$ cat config.mk
export PLATFORM = sky130hd
export DESIGN_NAME = dds_top
export DESIGN_NICKNAME = d
export VERILOG_FILES = /design/src/dds_pkg.sv /design/src/dds_regs.sv /design/src/lfsr_bit_source.sv /design/src/dds_core.sv /design/src/dds_top.sv
export VERILOG_INCLUDE_DIRS = /design/src
export SDC_FILE = /design/constraint.sdc
export NUM_CORES = 1
export LEC_CHECK = 0
export BUFFER_PORTS_ARGS = -buffer_cell sky130_fd_sc_hd__buf_2
export CAP_MARGIN = 20
export CORE_UTILIZATION = 52
export DETAILED_ROUTE_END_ITERATION = 10
export GPL_ROUTABILITY_DRIVEN = 0
export GPL_TIMING_DRIVEN = 0
export MAX_ROUTING_LAYER = met4
export PLACE_DENSITY = 0.69
export SYNTH_ARGS = -nofsm -noshare
export SYNTH_HDL_FRONTEND = slang
export SYNTH_SLANG_ARGS = --single-unit
$ cat constraint.sdc
create_clock -name CLK_25MHZ -period 6.3 [get_ports CLK_25MHZ]
set_clock_uncertainty 0.05 [all_clocks]
set_input_delay 0.945 -clock CLK_25MHZ [delete_from_list [all_inputs] [get_ports CLK_25MHZ]]
set_output_delay 0.945 -clock CLK_25MHZ [all_outputs]
set_load 0.02 [all_outputs]
$ cat src/dds_defs.svh
`ifndef DDS_DEFS_SVH
`define DDS_DEFS_SVH

// datapath widths
`define DDS_PHASE_W     32
`define DDS_SAMPLE_W    12
`define DDS_LFSR_W      5
`define DDS_TABLE_BITS  6    // 64 sine entries

// AXI4-Lite bus
`define AXI_ADDR_W      4
`define AXI_DATA_W      32

// register offsets
`define REG_CTRL        4'h0
`define REG_TUNING      4'h4
`define REG_BIT_PERIOD  4'h8
`define REG_STATUS      4'hC

// response codes
`define RESP_OKAY       2'd0
`define RESP_SLVERR     2'd2

// lfsr x^5 + x^3 + 1, maximal length 31
`define LFSR_SEED       5'b00001
`define LFSR_TAP_A      4
`define LFSR_TAP_B      2

`endif

$ cat src/dds_sine_table.svh
// one full sine period, round(2047 * sin(2*pi*k/64))
// included inside a module body after importing dds_pkg
localparam sample_t sine_table [64] = '{
   12'sd0,     12'sd201,   12'sd399,   12'sd594,
   12'sd783,   12'sd965,   12'sd1137,  12'sd1299,
   12'sd1447,  12'sd1582,  12'sd1702,  12'sd1805,
   12'sd1891,  12'sd1959,  12'sd2008,  12'sd2037,
   12'sd2047,  12'sd2037,  12'sd2008,  12'sd1959,   // peak at k = 16
   12'sd1891,  12'sd1805,  12'sd1702,  12'sd1582,
   12'sd1447,  12'sd1299,  12'sd1137,  12'sd965,
   12'sd783,   12'sd594,   12'sd399,   12'sd201,
   12'sd0,    -12'sd201,  -12'sd399,  -12'sd594,    // negative half
  -12'sd783,  -12'sd965,  -12'sd1137, -12'sd1299,
  -12'sd1447, -12'sd1582, -12'sd1702, -12'sd1805,
  -12'sd1891, -12'sd1959, -12'sd2008, -12'sd2037,
  -12'sd2047, -12'sd2037, -12'sd2008, -12'sd1959,
  -12'sd1891, -12'sd1805, -12'sd1702, -12'sd1582,
  -12'sd1447, -12'sd1299, -12'sd1137, -12'sd965,
  -12'sd783,  -12'sd594,  -12'sd399,  -12'sd201
};

$ cat src/dds_pkg.sv
`include "dds_defs.svh"

package dds_pkg;

   // plain vectors with a meaning
   typedef logic        [`DDS_PHASE_W-1:0]  phase_t;
   typedef logic signed [`DDS_SAMPLE_W-1:0] sample_t;     // two's complement
   typedef logic        [`DDS_LFSR_W-1:0]   lfsr_t;
   typedef logic        [31:0]              bit_period_t; // clocks per data bit
   typedef logic        [`AXI_ADDR_W-1:0]   axi_addr_t;
   typedef logic        [`AXI_DATA_W-1:0]   axi_data_t;
   typedef logic        [1:0]               axi_resp_t;

   // waveform select, codes 6 and 7 fall back to sine
   typedef enum logic [2:0] {
      WAVE_SIN    = 3'd0,
      WAVE_COS    = 3'd1,
      WAVE_SQUARE = 3'd2,
      WAVE_SAW    = 3'd3,
      WAVE_ASK    = 3'd4,
      WAVE_BPSK   = 3'd5
   } wave_sel_e;

   // register block FSMs
   typedef enum logic {
      WR_IDLE,
      WR_RESP
   } wr_state_e;

   typedef enum logic {
      RD_IDLE,
      RD_DATA
   } rd_state_e;

endpackage

$ cat src/dds_regs.sv
`timescale 1ns/1ns
`include "dds_defs.svh"

module dds_regs (
   input  logic                    CLK_25MHZ,
   input  logic                    reset_from_key,
   input  dds_pkg::axi_addr_t      awaddr,
   input  logic                    awvalid,
   output logic                    awready,
   input  dds_pkg::axi_data_t      wdata,
   input  logic [`AXI_DATA_W/8-1:0] wstrb,
   input  logic                    wvalid,
   output logic                    wready,
   output dds_pkg::axi_resp_t      bresp,
   output logic                    bvalid,
   input  logic                    bready,
   input  dds_pkg::axi_addr_t      araddr,
   input  logic                    arvalid,
   output logic                    arready,
   output dds_pkg::axi_data_t      rdata,
   output dds_pkg::axi_resp_t      rresp,
   output logic                    rvalid,
   input  logic                    rready,
   input  dds_pkg::lfsr_t          lfsr_state,
   output logic                    enable,
   output dds_pkg::wave_sel_e      wave_sel,
   output dds_pkg::phase_t         tuning_word,
   output dds_pkg::bit_period_t    bit_period
);
   import dds_pkg::*;

   wr_state_e wr_state;
   rd_state_e rd_state;
   logic      wr_fire;
   logic      wr_ok;
   axi_data_t rd_word;
   logic      rd_ok;

   ////////////////////////////////////////////////////////////////////////////
   // write channel, full words only (strobes not used)
   assign awready = (wr_state == WR_IDLE);
   assign wready  = (wr_state == WR_IDLE);
   assign bvalid  = (wr_state == WR_RESP);
   assign wr_fire = awready && awvalid && wvalid;
   assign wr_ok   = (awaddr == `REG_CTRL) || (awaddr == `REG_TUNING) ||
                    (awaddr == `REG_BIT_PERIOD);

   always_ff @(posedge CLK_25MHZ)
   begin
      if (reset_from_key)
      begin
         wr_state    <= WR_IDLE;
         enable      <= 1'b0;
         wave_sel    <= WAVE_SIN;
         tuning_word <= '0;
         bit_period  <= '0;
      end
      else if (wr_state == WR_IDLE)
      begin
         if (wr_fire)
         begin
            wr_state <= WR_RESP;
            if (awaddr == `REG_CTRL)
            begin
               enable   <= wdata[0];
               wave_sel <= wave_sel_e'(wdata[6:4]);
            end
            if (awaddr == `REG_TUNING)
               tuning_word <= wdata;
            if (awaddr == `REG_BIT_PERIOD)
               bit_period <= wdata;
         end
      end
      else if (bready)
         wr_state <= WR_IDLE;   // response taken
   end

   always_ff @(posedge CLK_25MHZ)
   begin
      if (wr_fire)
         bresp <= wr_ok ? `RESP_OKAY : `RESP_SLVERR;
   end

   ////////////////////////////////////////////////////////////////////////////
   // read channel
   assign arready = (rd_state == RD_IDLE);
   assign rvalid  = (rd_state == RD_DATA);

   always_comb
   begin
      rd_ok = 1'b1;
      case (araddr)
         `REG_CTRL:       rd_word = {25'd0, wave_sel, 3'd0, enable};
         `REG_TUNING:     rd_word = tuning_word;
         `REG_BIT_PERIOD: rd_word = bit_period;
         `REG_STATUS:     rd_word = {{(`AXI_DATA_W - `DDS_LFSR_W){1'b0}}, lfsr_state};
         default:
         begin
            rd_word = '0;   // unmapped
            rd_ok   = 1'b0;
         end
      endcase
   end

   always_ff @(posedge CLK_25MHZ)
   begin
      if (reset_from_key)
         rd_state <= RD_IDLE;
      else if (rd_state == RD_IDLE)
      begin
         if (arvalid)
            rd_state <= RD_DATA;
      end
      else if (rready)
         rd_state <= RD_IDLE;
   end

   always_ff @(posedge CLK_25MHZ)
   begin
      if (arready && arvalid)
      begin
         rdata <= rd_word;
         rresp <= rd_ok ? `RESP_OKAY : `RESP_SLVERR;
      end
   end

   // responses must wait for the master
   bresp_held: assert property (@(posedge CLK_25MHZ) disable iff (reset_from_key)
      bvalid && !bready |=> bvalid && $stable(bresp));
   rdata_held: assert property (@(posedge CLK_25MHZ) disable iff (reset_from_key)
      rvalid && !rready |=> rvalid && $stable(rdata));

endmodule

$ cat src/lfsr_bit_source.sv
`timescale 1ns/1ns
`include "dds_defs.svh"

module lfsr_bit_source (
   input  logic                 CLK_25MHZ,
   input  logic                 reset_from_key,
   input  logic                 enable,
   input  dds_pkg::bit_period_t bit_period,
   output dds_pkg::lfsr_t       lfsr_state,
   output logic                 data_bit
);
   import dds_pkg::*;

   bit_period_t bit_cnt;
   bit_period_t last_cnt;
   lfsr_t       lfsr_q;
   logic        feedback;

   // a period of 0 counts like a period of 1
   assign last_cnt = (bit_period == '0) ? '0 : bit_period - 1'b1;
   assign feedback = lfsr_q[`LFSR_TAP_A] ^ lfsr_q[`LFSR_TAP_B];

   always_ff @(posedge CLK_25MHZ)
   begin
      if (reset_from_key)
      begin
         bit_cnt <= '0;
         lfsr_q  <= `LFSR_SEED;
      end
      else if (enable)   // hold everything while disabled
      begin
         if (bit_cnt >= last_cnt)
         begin
            bit_cnt <= '0;
            lfsr_q  <= {lfsr_q[`DDS_LFSR_W-2:0], feedback};   // one step per bit
         end
         else
            bit_cnt <= bit_cnt + 1'b1;
      end
   end

   assign lfsr_state = lfsr_q;
   assign data_bit   = lfsr_q[0];   // 31-bit pseudo-random stream

endmodule

$ cat src/dds_core.sv
`timescale 1ns/1ns
`include "dds_defs.svh"

module dds_core (
   input  logic               CLK_25MHZ,
   input  logic               reset_from_key,
   input  logic               enable,
   input  dds_pkg::wave_sel_e wave_sel,
   input  dds_pkg::phase_t    tuning_word,
   input  logic               data_bit,
   output dds_pkg::sample_t   wave_out
);
   import dds_pkg::*;

   `include "dds_sine_table.svh"

   phase_t                    phase;
   logic [`DDS_TABLE_BITS-1:0] sin_idx;
   logic [`DDS_TABLE_BITS-1:0] cos_idx;
   sample_t                   sin_val;
   sample_t                   cos_val;
   sample_t                   squ_val;
   sample_t                   saw_val;
   sample_t                   ask_val;
   sample_t                   bpsk_val;
   sample_t                   wave_next;

   ////////////////////////////////////////////////////////////////////////////
   // phase accumulator, f_out = tuning_word * f_clk / 2^32
   always_ff @(posedge CLK_25MHZ)
   begin
      if (reset_from_key)
         phase <= '0;
      else if (enable)
         phase <= phase + tuning_word;
      else
         phase <= '0;   // restart from zero on next enable
   end

   ////////////////////////////////////////////////////////////////////////////
   // waveforms from the current phase
   assign sin_idx = phase[`DDS_PHASE_W-1 -: `DDS_TABLE_BITS];
   assign cos_idx = sin_idx + 6'd16;   // quarter turn, wraps mod 64
   assign sin_val = sine_table[sin_idx];
   assign cos_val = sine_table[cos_idx];

   assign squ_val = phase[`DDS_PHASE_W-1] ? 12'sh800 : 12'sh7ff;   // -2048 / +2047
   assign saw_val = {~phase[`DDS_PHASE_W-1], phase[`DDS_PHASE_W-2 -: `DDS_SAMPLE_W-1]};

   // data bit keys the carrier
   assign ask_val  = data_bit ? sin_val : '0;
   assign bpsk_val = data_bit ? sin_val : -sin_val;   // table never hits -2048

   always_comb
   begin
      case (wave_sel)
         WAVE_COS:    wave_next = cos_val;
         WAVE_SQUARE: wave_next = squ_val;
         WAVE_SAW:    wave_next = saw_val;
         WAVE_ASK:    wave_next = ask_val;
         WAVE_BPSK:   wave_next = bpsk_val;
         default:     wave_next = sin_val;   // sine plus the two spare codes
      endcase
   end

   // output register, one cycle behind phase
   always_ff @(posedge CLK_25MHZ)
   begin
      if (reset_from_key)
         wave_out <= '0;
      else if (enable)
         wave_out <= wave_next;
      else
         wave_out <= '0;
   end

   // disabling silences the output on the next edge
   quiet_when_off: assert property (@(posedge CLK_25MHZ) disable iff (reset_from_key)
      !enable |=> wave_out == '0);

endmodule

$ cat src/dds_top.sv
`timescale 1ns/1ns
`include "dds_defs.svh"

module dds_top (
   input  logic                    CLK_25MHZ,
   input  logic                    reset_from_key,
   input  dds_pkg::axi_addr_t      awaddr,
   input  logic                    awvalid,
   output logic                    awready,
   input  dds_pkg::axi_data_t      wdata,
   input  logic [`AXI_DATA_W/8-1:0] wstrb,
   input  logic                    wvalid,
   output logic                    wready,
   output dds_pkg::axi_resp_t      bresp,
   output logic                    bvalid,
   input  logic                    bready,
   input  dds_pkg::axi_addr_t      araddr,
   input  logic                    arvalid,
   output logic                    arready,
   output dds_pkg::axi_data_t      rdata,
   output dds_pkg::axi_resp_t      rresp,
   output logic                    rvalid,
   input  logic                    rready,
   output dds_pkg::sample_t        wave_out,
   output logic                    data_bit
);
   import dds_pkg::*;

   // configuration from the register block
   logic        enable;
   wave_sel_e   wave_sel;
   phase_t      tuning_word;
   bit_period_t bit_period;
   lfsr_t       lfsr_state;   // back to STATUS

   dds_regs dds_regs_i (.*);

   lfsr_bit_source lfsr_bit_source_i (.*);

   dds_core dds_core_i (.*);

endmodule

==> results of run 1 <==
## kinds of logic after synthesis
family          Yosys count  share of synthesized area (%)
other cells               1                         0.0315
fa+ha+maj                73                           7.73
mux                      32                           3.68
xor+xnor                 85                           6.37
simple gates            582                           23.0
flops                   185                           33.9
compound gates          380                           20.8
buf+inv                 128                           4.53
## metrics by stage
| step | hold WS (ns) | worst slack, ns | util (%) | instance area [sq um] |
|---|---|---|---|---|
| 6_report | 0.428 | 0.742 | 59.2 | 13400 |
| 5_1_grt | 0.455 | 0.336 | 59.2 | 13400 |
| 4_1_cts | 0.429 | 0.796 | 59.2 | 13400 |
| 3_5_place_dp | 0.420 | 0.827 | 56.6 | 12800 |
| 3_3_place_gp | 0.419 | 0.862 | 56.5 | 12800 |
| 2_1_floorplan | 0.400 | 1.86 | - | 11900 |
## per-layer routing
metal / vias to the layer above / routed length [um] / GRT usage (%)
li1: 5480 / - / -
met1: 5446 / 16300 / 43.4
met2: 579 / 16000 / 47.9
met3: 74 / 2910 / 4.62
met4: 0 / 858 / 10.7
met5: - / 0 / -
## area by class of cell
type                            count  area (sq um)
Inverter                           33           124
Sequential cell                   185          4040
Buffer                             95           415
Clock buffer                       19           433
Tap cell                          285           357
Timing Repair Buffer               97           500
Multi-Input combinational cell   1154          7340
Fill cell                        2091          9210
Clock inverter                     13           149
## power breakdown
group          total [mW]  leakage [nW]  internal [mW]  switching, mW
combinational       0.251          3.38         0.0892          0.162
clock                1.09         0.273          0.590          0.501
sequential           1.23          1.55           1.22        0.00829
## critical path: stages, from the launching register on
cell	delay, ns
sky130_fd_sc_hd__dfxtp_1	0.40
sky130_fd_sc_hd__or4_1	0.71
sky130_fd_sc_hd__nor4_2	0.24
sky130_fd_sc_hd__nand2b_1	0.14
sky130_fd_sc_hd__or3_1	0.34
sky130_fd_sc_hd__nor2_1	0.26
sky130_fd_sc_hd__nand2_1	0.11
sky130_fd_sc_hd__buf_2	0.20
sky130_fd_sc_hd__buf_2	0.21
sky130_fd_sc_hd__nand2_1	0.09
sky130_fd_sc_hd__ha_1	0.23
sky130_fd_sc_hd__and3_1	0.18
sky130_fd_sc_hd__a221o_1	0.33
sky130_fd_sc_hd__a211oi_1	0.22
sky130_fd_sc_hd__o21ai_0	0.12
sky130_fd_sc_hd__a221o_1	0.38
sky130_fd_sc_hd__a22oi_1	0.52
sky130_fd_sc_hd__o21ai_1	0.28
sky130_fd_sc_hd__clkbuf_1	0.32
sky130_fd_sc_hd__nor2_1	0.16
## worst max-delay path by stage
stage                               from                       endpoint  slack (ns)  cells past startpoint
2_1_floorplan  dds_regs_i.bit_period[20]   lfsr_bit_source_i.bit_cnt[0]        1.86                     19
3_3_place_gp   dds_regs_i.bit_period[20]  lfsr_bit_source_i.bit_cnt[26]        0.86                     19
3_5_place_dp   dds_regs_i.bit_period[20]  lfsr_bit_source_i.bit_cnt[27]        0.83                     19
4_1_cts        dds_regs_i.bit_period[20]  lfsr_bit_source_i.bit_cnt[28]        0.80                     19
5_1_grt        dds_regs_i.bit_period[20]   lfsr_bit_source_i.bit_cnt[3]        0.34                     19
6_report       dds_regs_i.bit_period[20]  lfsr_bit_source_i.bit_cnt[27]        0.74                     19
## state kept, by name, summed over array words and instances (netlist names)
| register | cells |
|---|---|
| dds_core_i.phase | 32 |
| dds_regs_i.bit_period | 32 |
| dds_regs_i.rdata | 32 |
| dds_regs_i.tuning_word | 32 |
| lfsr_bit_source_i.bit_cnt | 32 |
| dds_core_i.wave_out | 12 |
| lfsr_bit_source_i.lfsr_state | 5 |
| dds_regs_i.wave_sel | 3 |
| dds_regs_i.bresp | 1 |
| dds_regs_i.bvalid | 1 |
| dds_regs_i.enable | 1 |
| dds_regs_i.rresp | 1 |
| dds_regs_i.rvalid | 1 |
## layout by cell type, fill, tap and decap left out, drive strengths merged, types with 37 or more instances in the layout
cell,count
buf,125
clkbuf,86
o21ai,56
xor2,47
a21oi,129
nor2,152
nand2,231
dfxtp,151
ha,72
xnor2,37
==> impl_metrics.env, run 1 <==
export IMPL_tritoncts="done"
export IMPL_dominantRegCellSynth="sky130_fd_sc_hd__dfxtp_1"
export IMPL_post_route_period_util_pct=88.2
export IMPL_post_synth_num_cell_types=82
export IMPL_synthesis_area_sq_mm=0.0119
export IMPL_final_setup_viol_count=0
export IMPL_r2r_end="lfsr_bit_source_i.bit_cnt[27]"
export IMPL_numClockSinks=185
export IMPL_path_clk_slew_ns=0.07
export IMPL_syn_instance_count=1466
export IMPL_register_area_share_after_synthesis_pct=33.9
export IMPL_htree_levels=4
export IMPL_worst_ep_arrival_time_ns=5.89
export IMPL_worst_endpoint_required_ns=6.63
export IMPL_finalWorstPathRequiredPeriod_ns=5.56
export IMPL_startpoint_type="flip-flop"
export IMPL_post_synth_top_count_cell="sky130_fd_sc_hd__nand2_1"
export IMPL_totalWireLength_um=36100
export IMPL_area_delta_synth_final_pct=12.2
export IMPL_first_global_vias=10600
export IMPL_quantity_of_i_o_buffers_inserted_on_ports=96
export IMPL_numCtsBuffers=17
export IMPL_number_of_antenna_violations_at_the_first_check_in_global_routing=0
export IMPL_remaining_drc_errors=0
export IMPL_detail_route_vias_per_cell=6.16
export IMPL_avgRoutedWirePerCell_um=19.2
export IMPL_dpl_cell_count=1849
export IMPL_ctsLongestPathBuffers=2
export IMPL_total_leakage_power_nw=5.20
export IMPL_final_antenna_net_count=0
export IMPL_timing_max_cap_violations=0
export IMPL_avgSynthCellArea_sq_um=8.13
export IMPL_worst_ir_drop_vdd_v=0.000161
export IMPL_core_area_sq_mm=0.0226
export IMPL_synth_top_area_share_pct=25.4
export IMPL_min_delay_path_class="reg2reg"
export IMPL_fin_setup_tns_ns=0
export IMPL_place_hpwl_um=27300
export IMPL_die_area_sq_mm=0.0235
export IMPL_synth_common_cells="sky130_fd_sc_hd__nand2_1 (228), sky130_fd_sc_hd__nor2_1 (152), sky130_fd_sc_hd__dfxtp_1 (151)"
export IMPL_outcome="completed"
export IMPL_global_router_s_overall_resource_usage_pct=31.7
export IMPL_hold_buffers=0
export IMPL_drt_pre_antenna_iters=9
export IMPL_gr_total_overflow=0
export IMPL_fp_row_count=55
export IMPL_crit_type="reg2reg"
export IMPL_clk_root_buffer_cell="sky130_fd_sc_hd__clkbuf_16"
export IMPL_postSynthRegisterBits=185
export IMPL_io_pins=105
export IMPL_synth_edff_count=34
export IMPL_warnings_from_yosys=0
export IMPL_start_util_pct=52.8
export IMPL_hold_viol=0
export IMPL_synth_area_leader_cell="sky130_fd_sc_hd__dfxtp_1"
export IMPL_antenna_cells_inserted=0
export IMPL_die_height_um=153
export IMPL_report_power_total_mw=2.57
export IMPL_clock_insertion_delay_worst_skew_ns=0.45
export IMPL_grt_max_degree=24
export IMPL_worst_path_max_fanout=10
export IMPL_initialDrtViolationCount=1192
export IMPL_rsz0062_at_grt="false"
export IMPL_design_final_nets=1707
export IMPL_fp_dieW_um=153
export IMPL_number_of_gates_resized_after_cts=0
export IMPL_worst_pin_slew_ns=0.860
export IMPL_launching_point_of_the_worst_reg2reg_path="dds_regs_i.bit_period[20]"
export IMPL_flop_to_flop_setup_slack_ns=0.74
export IMPL_max_freq_ghz=0.180
export IMPL_worst_r2r_cell_count=19
export IMPL_timing_max_slew_rel_slack_pct=42.1
export IMPL_synth_area_top_cells="sky130_fd_sc_hd__dfxtp_1 (25%), sky130_fd_sc_hd__edfxtp_1 (8.6%), sky130_fd_sc_hd__ha_1 (7.6%), sky130_fd_sc_hd__nand2_1 (7.2%), sky130_fd_sc_hd__a21oi_1 (5.4%)"
export IMPL_stdcell_count=1881
export IMPL_post_route_cells_drive_above_1_share_pct=11.6
export IMPL_routed_via_count=11600
export IMPL_report_final_slew_viol_count=0
export IMPL_grt_first_pass_wirelength_um=56800
export IMPL_post_cts_setup_buffers=0
export IMPL_ys_async_sr_fraction_pct=0
export IMPL_hp_start="dds_regs_i.tuning_word[0]"
export IMPL_worstSetupEndpointType="flip-flop"
export IMPL_hold_path_cell_count=2
export IMPL_holdPathEnd="dds_regs_i.tuning_word[0]"
export IMPL_p_per_area_mw_per_mm2=192
Power figures use the tool's default switching activity.
==> run 2, diff against run 1 <==
--- a/config.mk
+++ b/config.mk
@@ -13,7 +13,8 @@
 export GPL_ROUTABILITY_DRIVEN = 0
 export GPL_TIMING_DRIVEN = 0
 export MAX_ROUTING_LAYER = met4
-export PLACE_DENSITY = 0.69
+export PLACE_DENSITY = 0.82
+export SKIP_LAST_GASP = 1
 export SYNTH_ARGS = -nofsm -noshare
 export SYNTH_HDL_FRONTEND = slang
 export SYNTH_SLANG_ARGS = --single-unit
==> impl_metrics.env, run 2 (synthesis results as in run 1) <==
export IMPL_outcome="completed"
export IMPL_timing_max_cap_violations=0
export IMPL_die_height_um=153
export IMPL_startpoint_type="flip-flop"
export IMPL_post_route_period_util_pct=89.5
export IMPL_grt_busiest_layer="met2"
export IMPL_number_of_gates_resized_after_cts=0
export IMPL_initialDrtViolationCount=1546
export IMPL_routed_via_count=11800
export IMPL_totalWireLength_um=35600
export IMPL_globalRouteMet2Util_pct=47.1
export IMPL_place_area_sq_mm=0.0128
export IMPL_hold_path_cell_count=2
export IMPL_detail_route_vias_per_cell=6.29
export IMPL_io_pins=105
export IMPL_path_clk_slew_ns=0.07
export IMPL_max_freq_ghz=0.177
export IMPL_hold_buffers=0
export IMPL_worstSetupEndpointType="flip-flop"
export IMPL_final_antenna_net_count=0
export IMPL_cp_cell_sequence="or4_1, nor4_2, nand2b_1, or3_1, nor2_1, nand2_1, buf_2, buf_2, nand2_1, ha_1, a21o_1, a221o_1, a211oi_1, o21ai_0, a221o_1, a22oi_1, o21ai_1, clkbuf_1, nor2_1"
export IMPL_post_route_cell_area_sq_mm=0.0134
export IMPL_gr_total_overflow=0
export IMPL_globalRouteMet1Util_pct=40.3
export IMPL_flop_to_flop_setup_slack_ns=0.66
export IMPL_fp_dieW_um=153
export IMPL_crit_type="reg2reg"
export IMPL_worst_path_dominant_cell_family="simple AND/OR/NAND/NOR gates"
export IMPL_rsz0062_at_grt="false"
export IMPL_mostFrequentLayoutCells="sky130_fd_sc_hd__nand2_1 (228), sky130_fd_sc_hd__nor2_1 (152), sky130_fd_sc_hd__dfxtp_1 (151)"
export IMPL_globalRouteMet3Util_pct=5.50
export IMPL_worst_ir_drop_vdd_v=0.000160
export IMPL_layout_cells_most_common="sky130_fd_sc_hd__nand2_1"
export IMPL_post_cts_setup_buffers=0
export IMPL_start_util_pct=52.8
export IMPL_worst_ep_arrival_time_ns=5.96
export IMPL_numClockSinks=185
export IMPL_quantity_of_i_o_buffers_inserted_on_ports=96
export IMPL_avgRoutedWirePerCell_um=18.9
export IMPL_fp_row_count=55
export IMPL_ctsLongestPathBuffers=2
export IMPL_final_setup_viol_count=0
export IMPL_r2r_end="lfsr_bit_source_i.bit_cnt[3]"
export IMPL_core_area_sq_mm=0.0226
export IMPL_global_router_s_overall_resource_usage_pct=31.0
export IMPL_timing_max_slew_rel_slack_pct=39.0
export IMPL_grt_max_degree=19
export IMPL_crit_slowest_cell="sky130_fd_sc_hd__or4_1"
export IMPL_clock_insertion_delay_worst_skew_ns=0.44
export IMPL_worst_r2r_cell_count=19
export IMPL_holdPathEnd="dds_regs_i.tuning_word[1]"
export IMPL_number_of_antenna_violations_at_the_first_check_in_global_routing=1
export IMPL_final_fill_count=1973
export IMPL_grt_first_pass_wirelength_um=56300
export IMPL_hold_viol=0
export IMPL_fin_setup_tns_ns=0
export IMPL_design_final_nets=1707
export IMPL_die_area_sq_mm=0.0235
export IMPL_htree_levels=4
export IMPL_worst_endpoint_required_ns=6.62
export IMPL_drt_pre_antenna_iters=6
export IMPL_critical_path_buf_inv_count=3
export IMPL_numCtsBuffers=17
export IMPL_place_hpwl_um=26400
export IMPL_remaining_drc_errors=0
export IMPL_finalWorstPathRequiredPeriod_ns=5.64
export IMPL_report_power_total_mw=2.61
export IMPL_total_leakage_power_nw=5.22
export IMPL_launching_point_of_the_worst_reg2reg_path="dds_regs_i.bit_period[20]"
export IMPL_min_delay_path_class="reg2reg"
export IMPL_report_final_slew_viol_count=0
export IMPL_worst_path_largest_cell_delay_ns=0.71
export IMPL_worst_pin_slew_ns=0.907
export IMPL_hp_start="dds_regs_i.tuning_word[1]"
export IMPL_tritoncts="done"
export IMPL_first_global_vias=11000
export IMPL_worst_path_max_fanout=10
export IMPL_area_delta_synth_final_pct=12.4
export IMPL_p_per_area_mw_per_mm2=195
export IMPL_post_route_cells_drive_above_1_share_pct=11.5
export IMPL_clk_root_buffer_cell="sky130_fd_sc_hd__clkbuf_16"
-- run 2: how the worst max path moves through the flow --
stage | cells after the start | to | from | slack (ns)
2_1_floorplan | 19 | lfsr_bit_source_i.bit_cnt[0] | dds_regs_i.bit_period[20] | 1.86
3_3_place_gp | 19 | lfsr_bit_source_i.bit_cnt[3] | dds_regs_i.bit_period[20] | 1.06
3_5_place_dp | 19 | lfsr_bit_source_i.bit_cnt[21] | dds_regs_i.bit_period[20] | 0.93
4_1_cts | 19 | lfsr_bit_source_i.bit_cnt[3] | dds_regs_i.bit_period[20] | 0.79
5_1_grt | 19 | lfsr_bit_source_i.bit_cnt[2] | dds_regs_i.bit_period[20] | 0.34
6_report | 19 | lfsr_bit_source_i.bit_cnt[3] | dds_regs_i.bit_period[20] | 0.66
-- run 2: area by class of cell --
| class | count | area (sq um) | area share (%) |
|---|---|---|---|
| plain buffers | 95 | 415 | 3.10 |
| repair buffers | 97 | 508 | 3.79 |
| clock inverters | 13 | 171 | 1.28 |
| multi-input cells | 1154 | 7340 | 54.8 |
| diodes | 1 | 2.50 | 0.0187 |
| well taps | 285 | 357 | 2.66 |
| flip-flops and latches | 185 | 4040 | 30.2 |
| clock buffers | 19 | 433 | 3.23 |
| inverters | 33 | 124 | 0.925 |
-- run 2: worst register-to-register path, delay by kind of cell (launching register included) --
kind | cells | cell delay [ns]
flip-flops | 1 | 0.40
adder cells (fa/ha/maj) | 1 | 0.24
AO/OA/AOI/OAI | 7 | 2.01
AND/OR/NAND/NOR | 8 | 2.16
buffers and inverters | 3 | 0.72
-- run 2: routing by layer --
| layer | routed length [um] | vias to the layer above |
|---|---|---|
| li1 | - | 5487 |
| met1 | 14500 | 5477 |
| met2 | 16000 | 750 |
| met3 | 3730 | 133 |
| met4 | 1420 | 0 |
| met5 | 0 | - |
-- run 2: metrics by stage --
step	setup WS (ns)	instances	hold WS (ns)	utilization, %
6_report	0.662	1882	0.427	59.3
5_1_grt	0.342	1882	0.464	59.3
4_1_cts	0.792	1881	0.427	59.3
3_5_place_dp	0.933	1849	0.417	56.7
3_3_place_gp	1.06	1848	0.417	56.5
2_1_floorplan	1.86	1467	0.400	-
-- run 2: report_power, final --
group | total, mW | internal [mW] | switching (mW)
logic | 0.253 | 0.0901 | 0.163
clock network | 1.13 | 0.631 | 0.498
registers | 1.23 | 1.22 | 0.00829
total | 2.61 | 1.94 | 0.669
==> run 3, diff against run 2 <==
--- a/config.mk
+++ b/config.mk
@@ -8,13 +8,14 @@
 export LEC_CHECK = 0
 export BUFFER_PORTS_ARGS = -buffer_cell sky130_fd_sc_hd__buf_2
 export CAP_MARGIN = 20
-export CORE_UTILIZATION = 52
+export CORE_UTILIZATION = 46
 export DETAILED_ROUTE_END_ITERATION = 10
 export GPL_ROUTABILITY_DRIVEN = 0
 export GPL_TIMING_DRIVEN = 0
 export MAX_ROUTING_LAYER = met4
-export PLACE_DENSITY = 0.82
+export PLACE_DENSITY = 0.75
 export SKIP_LAST_GASP = 1
+export SLEW_MARGIN = 20
 export SYNTH_ARGS = -nofsm -noshare
 export SYNTH_HDL_FRONTEND = slang
 export SYNTH_SLANG_ARGS = --single-unit
==> impl_metrics.env, run 3 (synthesis results as in run 1) <==
export IMPL_area_delta_synth_final_pct=12.9
export IMPL_hold_path_cell_count=2
export IMPL_routed_via_count=11500
export IMPL_number_of_antenna_violations_at_the_first_check_in_global_routing=0
export IMPL_fp_row_count=58
export IMPL_grt_busiest_layer="met2"
export IMPL_place_hpwl_um=26900
export IMPL_numCtsBuffers=17
export IMPL_min_delay_path_class="reg2reg"
export IMPL_start_util_pct=47.2
export IMPL_io_pins=105
export IMPL_rsz0062_at_grt="false"
export IMPL_fin_setup_tns_ns=0
export IMPL_die_area_sq_mm=0.0265
export IMPL_htree_levels=4
export IMPL_startpoint_type="flip-flop"
export IMPL_final_setup_viol_count=0
export IMPL_clock_insertion_delay_worst_skew_ns=0.45
export IMPL_quantity_of_i_o_buffers_inserted_on_ports=96
export IMPL_gr_total_overflow=0
export IMPL_global_router_s_overall_resource_usage_pct=27.7
export IMPL_layout_cells_most_common="sky130_fd_sc_hd__nand2_1"
export IMPL_worst_pin_slew_ns=1.03
export IMPL_totalWireLength_um=35200
export IMPL_finalWorstPathRequiredPeriod_ns=5.43
export IMPL_post_route_cells_drive_above_1_share_pct=11.7
export IMPL_grt_max_degree=23
export IMPL_path_clk_slew_ns=0.07
export IMPL_stdcell_count=1926
export IMPL_clk_root_buffer_cell="sky130_fd_sc_hd__clkbuf_16"
export IMPL_final_antenna_net_count=0
export IMPL_max_freq_ghz=0.184
export IMPL_number_of_gates_resized_after_cts=0
export IMPL_timing_max_slew_rel_slack_pct=30.5
export IMPL_timing_max_cap_violations=0
export IMPL_grt_first_pass_wirelength_um=55700
export IMPL_post_cts_setup_buffers=0
export IMPL_core_area_sq_mm=0.0253
export IMPL_die_height_um=163
export IMPL_ctsLongestPathBuffers=2
export IMPL_fin_ws_ns=0.873
export IMPL_dpl_cell_count=1894
export IMPL_mostFrequentLayoutCells="sky130_fd_sc_hd__nand2_1 (228), sky130_fd_sc_hd__nor2_1 (152), sky130_fd_sc_hd__dfxtp_1 (151)"
export IMPL_design_final_nets=1707
export IMPL_worstSetupEndpointType="flip-flop"
export IMPL_avgRoutedWirePerCell_um=18.3
export IMPL_globalRouteMet3Util_pct=4.84
export IMPL_globalRouteMet2Util_pct=43.2
export IMPL_tritoncts="done"
export IMPL_drt_pre_antenna_iters=5
export IMPL_report_final_slew_viol_count=0
export IMPL_globalRouteMet1Util_pct=36.0
export IMPL_worst_ep_arrival_time_ns=5.76
export IMPL_total_leakage_power_nw=5.23
export IMPL_detail_route_vias_per_cell=5.96
export IMPL_post_route_period_util_pct=86.1
export IMPL_hold_viol=0
export IMPL_outcome="completed"
export IMPL_flop_to_flop_setup_slack_ns=0.87
export IMPL_place_area_sq_mm=0.0128
export IMPL_worst_r2r_cell_count=19
export IMPL_post_route_cell_area_sq_mm=0.0135
export IMPL_worst_ir_drop_vdd_v=0.000145
export IMPL_first_global_vias=10800
export IMPL_antenna_cells_inserted=0
export IMPL_worst_endpoint_required_ns=6.63
export IMPL_numClockSinks=185
export IMPL_final_fill_count=2423
export IMPL_crit_type="reg2reg"
export IMPL_worst_path_max_fanout=10
export IMPL_p_per_area_mw_per_mm2=192
export IMPL_finalCoreUtilization_pct=53.3
export IMPL_remaining_drc_errors=0
export IMPL_detailedPlace_worstSlack_ns=0.965
export IMPL_initialDrtViolationCount=1237
export IMPL_hold_buffers=0
export IMPL_fp_dieW_um=163
-- run 3: final timing paths --
check	start	end
setup / recovery	dds_regs_i.bit_period[20]	lfsr_bit_source_i.bit_cnt[13]
hold / removal	dds_regs_i.tuning_word[0]	dds_regs_i.tuning_word[0]
setup reg to reg	dds_regs_i.bit_period[20]	lfsr_bit_source_i.bit_cnt[13]
hold reg to reg	dds_regs_i.tuning_word[0]	dds_regs_i.tuning_word[0]
-- run 3: area by class of cell --
class	count	area, sq um	share of cell area, %
multi-input combinational	1154	7340	54.6
buffer	95	415	3.09
inverter	33	124	0.921
clock buffer	17	425	3.16
timing repair buffer	97	508	3.78
tap	330	413	3.07
clock inverter	15	184	1.37
sequential	185	4040	30.1
-- run 3: layer usage --
layer  vias up  part of all wire (%)
li1       5485                     -
met1      5329                    44
met2       586                    45
met3        72                   8.7
met4         0                   2.6
met5         -                     0
-- run 3: worst max-delay path, cell delays in order, from the launching register on --
cell,delay [ns]
sky130_fd_sc_hd__dfxtp_1,0.40
sky130_fd_sc_hd__or4_1,0.69
sky130_fd_sc_hd__nor4_2,0.25
sky130_fd_sc_hd__nand2b_1,0.13
sky130_fd_sc_hd__or3_1,0.34
sky130_fd_sc_hd__nor2_1,0.23
sky130_fd_sc_hd__nand2_1,0.10
sky130_fd_sc_hd__buf_2,0.19
sky130_fd_sc_hd__buf_2,0.21
sky130_fd_sc_hd__nand2_1,0.09
sky130_fd_sc_hd__ha_1,0.24
sky130_fd_sc_hd__and3_1,0.18
sky130_fd_sc_hd__a221o_1,0.32
sky130_fd_sc_hd__a211oi_1,0.20
sky130_fd_sc_hd__o21ai_0,0.12
sky130_fd_sc_hd__a221o_1,0.36
sky130_fd_sc_hd__a22oi_1,0.51
sky130_fd_sc_hd__o21ai_1,0.25
sky130_fd_sc_hd__clkbuf_1,0.28
sky130_fd_sc_hd__nor2_1,0.19
-- run 3: per-stage QoR --
step                hold WS [ns]  total power [mW]
floorplan                  0.400              1.41
global placement           0.417              1.49
detailed placement         0.424              1.50
CTS                        0.431              2.60
global route               0.454              2.67
finish                     0.433              2.59
-- run 3: where the power goes --
part	switching [mW]	internal [mW]	leakage, nW	total, mW
Sequential	0.00917	1.22	1.55	1.23
Combinational	0.158	0.0896	3.38	0.248
Clock	0.512	0.601	0.296	1.11
